===== src/dmem_pkg.sv =====
`default_nettype none

package dmem_pkg;

        // access width, low two bits of funct3
        typedef enum logic [1:0] {
                MEM_BYTE = 2'b00,  // lb/lbu/sb
                MEM_HALF = 2'b01,  // lh/lhu/sh
                MEM_WORD = 2'b10   // lw/sw
        } mem_size_e;

        // request from the core's memory stage
        typedef struct packed {
                logic [31:0] addr;         // byte address
                logic        store;        // 1 store, 0 load
                mem_size_e   size;
                logic        unsigned_ld;  // lbu / lhu
                logic [31:0] wdata;        // right-aligned store data
        } lsu_req_t;

        // response back to the core, in request order
        typedef struct packed {
                logic [31:0] rdata;  // extended load result, zero for stores
                logic        err;    // misaligned or out of range
                logic        store;  // echo of the request kind
        } lsu_rsp_t;

        // default ram depth in 32-bit words
        localparam int unsigned DEFAULT_DEPTH_WORDS = 256;

endpackage

`default_nettype wire


===== src/lsu_stage.sv =====
`timescale 1ns/1ps
`default_nettype none

module lsu_stage #(
        parameter int unsigned DEPTH_WORDS = dmem_pkg::DEFAULT_DEPTH_WORDS
) (
        // held request from the request slice
        input  wire logic                 req_valid_i,
        output      logic                 req_ready_o,
        input  wire dmem_pkg::lsu_req_t   req_i,

        // result into the response slice
        output      logic                 rsp_valid_o,
        input  wire logic                 rsp_ready_i,
        output      dmem_pkg::lsu_rsp_t   rsp_o,

        // memory side
        output      logic [$clog2(DEPTH_WORDS)-1:0] mem_word_addr_o,
        output      logic                 mem_wr_o,
        output      dmem_pkg::mem_size_e  mem_size_o,
        output      logic [1:0]           mem_byte_off_o,
        output      logic                 mem_unsigned_o,
        output      logic [31:0]          mem_wdata_o,
        input  wire logic [31:0]          mem_rdata_i
);

        localparam int unsigned AW = $clog2(DEPTH_WORDS);

        logic fire;
        logic misaligned;
        logic in_range;
        logic err;

        // natural alignment per access size
        always_comb begin
                case (req_i.size)
                        dmem_pkg::MEM_BYTE: misaligned = 1'b0;
                        dmem_pkg::MEM_HALF: misaligned = req_i.addr[0];
                        dmem_pkg::MEM_WORD: misaligned = |req_i.addr[1:0];
                        default:            misaligned = 1'b1;  // funct3 size 11 is not rv32
                endcase
        end

        // whole word index, upper bits included
        assign in_range = {2'b00, req_i.addr[31:2]} < DEPTH_WORDS;
        assign err      = misaligned | ~in_range;

        // the access completes when the result has somewhere to go
        assign fire        = req_valid_i & rsp_ready_i;
        assign req_ready_o = rsp_ready_i;
        assign rsp_valid_o = req_valid_i;

        assign mem_word_addr_o = req_i.addr[AW+1:2];
        assign mem_size_o      = req_i.size;
        assign mem_byte_off_o  = req_i.addr[1:0];
        assign mem_unsigned_o  = req_i.unsigned_ld;
        assign mem_wdata_o     = req_i.wdata;
        assign mem_wr_o        = fire & req_i.store & ~err;  // illegal stores write nothing

        always_comb begin
                rsp_o.err   = err;
                rsp_o.store = req_i.store;
                if (err || req_i.store) begin
                        rsp_o.rdata = 32'd0;
                end else begin
                        rsp_o.rdata = mem_rdata_i;
                end
        end

endmodule

`default_nettype wire


===== config.mk =====
export PLATFORM = sky130hd
export DESIGN_NAME = lsu_stage
export DESIGN_NICKNAME = d
export VERILOG_FILES = /design/src/dmem_pkg.sv /design/src/lsu_stage.sv
export SDC_FILE = /design/constraint.sdc
export NUM_CORES = 1
export LEC_CHECK = 0
export BUFFER_PORTS_ARGS = -buffer_cell sky130_fd_sc_hd__buf_2
export CORE_AREA = 5 5 69 71
export DETAILED_ROUTE_END_ITERATION = 16
export DIE_AREA = 0 0 74 76
export PLACE_DENSITY = 0.84
export RECOVER_POWER = 25
export SYNTH_ARGS = -nofsm -noshare
export SYNTH_HDL_FRONTEND = slang
export SYNTH_SLANG_ARGS = --single-unit

===== constraint.sdc =====
create_clock -name vclk -period 1.9
set_clock_uncertainty 0.1 [all_clocks]
set_input_delay 0.19 -clock vclk [all_inputs]
set_output_delay 0.19 -clock vclk [all_outputs]
set_load 0.1 [all_outputs]

; After elaboration in Yosys (flattened, before gate mapping)
; Index checks and enable logic that the tools add are counted.
[totals]
inputBits = 102
register_bits = 0
elab_cells = 14
output_inout_bits = 82
[classes]
bitwise_logic = 6
muxes = 2
reduce_logical = 3
order_cmp = 1
eq_ne = 2
[op_table]
columns = operator, n
row1 = $mux 32, 1
row2 = $lt 30x9->1 const B, 1
row3 = $and 1x1->1, 3
row4 = $pmux 1 s3, 1
row5 = $eq 2x1->1 const B, 1
row6 = $eq 2x2->1 const B, 1
row7 = $logic_not 2->1, 1
row8 = $not 1->1, 2
row9 = $reduce_or 2->1, 1
row10 = $logic_or 1x1->1, 1
row11 = $or 1x1->1, 1

; Logic depth before layout (Yosys ltp)
[depth]
word_depth = 5
ltp_mapped = 4
ltp_nobuf = 3

; Worst setup path before layout
; Ideal clock, no wire load.
[synth_path]
path_kind = input to output
startpoint = input port req_i[67] (netlist bit)
endpoint = output port rsp_o[2] (netlist bit)
setup_slack_ns = -2.006
required_time_ns = 1.610
path_buffers = 0
path_stages = 3
arrival_ns = 3.616
cell_sequence = nor4_2 > nand4_2 > nor4_1
[synth_lines]
columns = element, line
row1 = "start, declared", lsu_stage.sv:10  ; input wire dmem_pkg::lsu_req_t req_i,
row2 = "end, declared", lsu_stage.sv:15  ; output dmem_pkg::lsu_rsp_t rsp_o,

==> key figures <==
Status
  – Status: finished clean

Synth
  – Simple-gate share of the synthesized area: 47.3%
  – Post-synthesis compound-gate area fraction: 1.17%
  – Largest area contributor in the netlist: nor4_2
  – Avg Cell Area, Syn: 7.88 sq um
  – Synth unique cells: 16
  – Synth Area in Adders: 0%
  – Synth Instances: 136
  – Commonest cells post-synth: buf_4, inv_1, nor4_2
  – Mux cell area share after synthesis: 0%
  – Synthesized cell area: 1070 sq um
  – Syn_nets: 238
  – Yosys top cell area share: 35.0%
  – Sequential share of the synthesized area: 0%
  – Top-count cell post-synth: buf_4
  – Ys Warns: 0
  – Combinational family with the most area after synthesis: buffers and inverters
  – Top post-synthesis cells by area: nor4_2, buf_4, inv_1
  – XOR/XNOR share of the synthesized area: 0%

Hold path
  – Worst Hold Path EP: mem_wdata_o[16]
  – WHS Path Cells: 0
  – HP Class: in2out
  – Hold Crit Start: req_i[16]

Global route
  – Largest net degree at the start of global routing: 23
  – First-pass GRT wire length: 5150 um
  – Initial antenna violation count: 0
  – Vias in the first global route: 1125
  – Total grt overflow: 0
  – GRT Total Usage: 10.9%

Timing
  – Setup TNS Final: 0 ns
  – Post-route minimum period: 1.85 ns
  – Final setup fails: 0
  – Relative slew slack: 67.6%
  – RSZ-0062 raised after global routing: yes
  – Slew @ Worst Pin: 0.489 ns
  – Final Hold Viols: 0
  – Max Slew Vio Count: 0
  – Fmax: 542 MHz
  – Crit share post-route: 97.2%
  – Fin Hold WS: 0.280 ns

Final layout
  – # nets final: 291
  – # fillers: 363
  – Final core occ: 52.6%
  – Layout area overhead: 105%
  – Layout cells sized above 1: 80.2%
  – ANT cells: 0
  – Seq cells: 0
  – Register area: 0 sq um
  – Clock buffer cells: 0

Placed design
  – DP HPWL: 2920 um
  – Gpl congestion: 0.690
  – # port buffers: 102

Drt
  – Antenna Nets Post-Route: 0
  – Via density: 4.51
  – Drt drc: 0
  – Routed length per instance: 14.0 um
  – Vias: 1077
  – Drt first pass iters: 2
  – DR iter-0 viols: 9
  – Final WL: 3340 um

Die
  – DIE WIDTH: 74 um
  – Starting density of the core: 25.7%
  – Die area: 5620 sq um
  – CORE AREA: 4170 sq um
  – Row count: 24
  – Die Y: 76 um
  – Num ports: 184

Power
  – Final Power: 0.233 mW
  – Leak: 0.972 nW
  – Power Dens Cells: 106 nW/um^2
  – VDD IR max: 0.0879 mV

Critical path
  – Critical path capture point type: primary output
  – CP max FO: 22
  – Worst setup path class: in2out
  – WP data required: 1.61 ns
  – WP data arrival: 1.56 ns
  – CP startpoint kind: input port

CTS
  – Post-CTS setup buffers: 0

Flow run
  – Max-Cap Viols: 0
-- critical path: stages --
cell and delay, ns:
buf_2 0.11, nor4_4 0.32, nand4_4 0.17, buf_12 0.22
nor4_4 0.32, buf_12 0.21
-- power by group --
part,internal [mW],switching (mW)
Sequential,0,0
Clock,0,0
Combinational,0.0783,0.155
-- what timing repair did --
item                                    4_1_cts  5_1_grt
hold buffers                                  0        0
endpoints found under the setup margin        0       13
resized for setup                             0        1
-- layout by cell type (no fill, tap or decap) --
master and count:
or2_2 1, buf_12 39, inv_1 32, nand3_1 1
buf_6 1, nand4_4 1, o211ai_1 1, buf_4 4
nor3_4 1, a21oi_1 1, buf_2 66, nor4_4 37
nor3_1 1, nor2_1 1
-- metal layers --
layer | part of all wire (%) | vias up | track usage, %
met5 | 0 | - | 0
met4 | 0.90 | 0 | 1.81
met3 | 14 | 6 | 2.51
met2 | 56 | 72 | 22.1
met1 | 30 | 492 | 10.8
li1 | - | 507 | -
-- per-stage QoR --
step | worst slack, ns | instances | area [sq um]
CTS | 0.0184 | 239 | 2190
global route | -0.0182 | 239 | 2190
finish | 0.0533 | 239 | 2190
global placement | 0.0736 | 239 | 2190
detailed placement | 0.0209 | 239 | 2190
floorplan | -0.509 | 136 | 1410
-- how the worst max path moves through the flow --
stage	from	endpoint
after global routing	req_i[67]	rsp_o[33]
final	req_i[67]	rsp_o[33]
after floorplan	req_i[60]	rsp_o[24]
after global placement	req_i[67]	rsp_o[11]
after CTS	req_i[67]	rsp_o[15]
after detailed placement	req_i[67]	rsp_o[15]
-- kinds of logic after synthesis --
logic type / Yosys count
AND/OR/NAND/NOR: 43
AO/OA/AOI/OAI: 2
buffers and inverters: 91
-- layout make-up --
type               instances  area [sq um]  area share [%]
inverters                 32           120            5.47
multi-input cells         45           857            39.1
well taps                 52          65.1            2.96
repair buffers           110          1150            52.5
No activity file was read; power rests on OpenSTA's default activity.
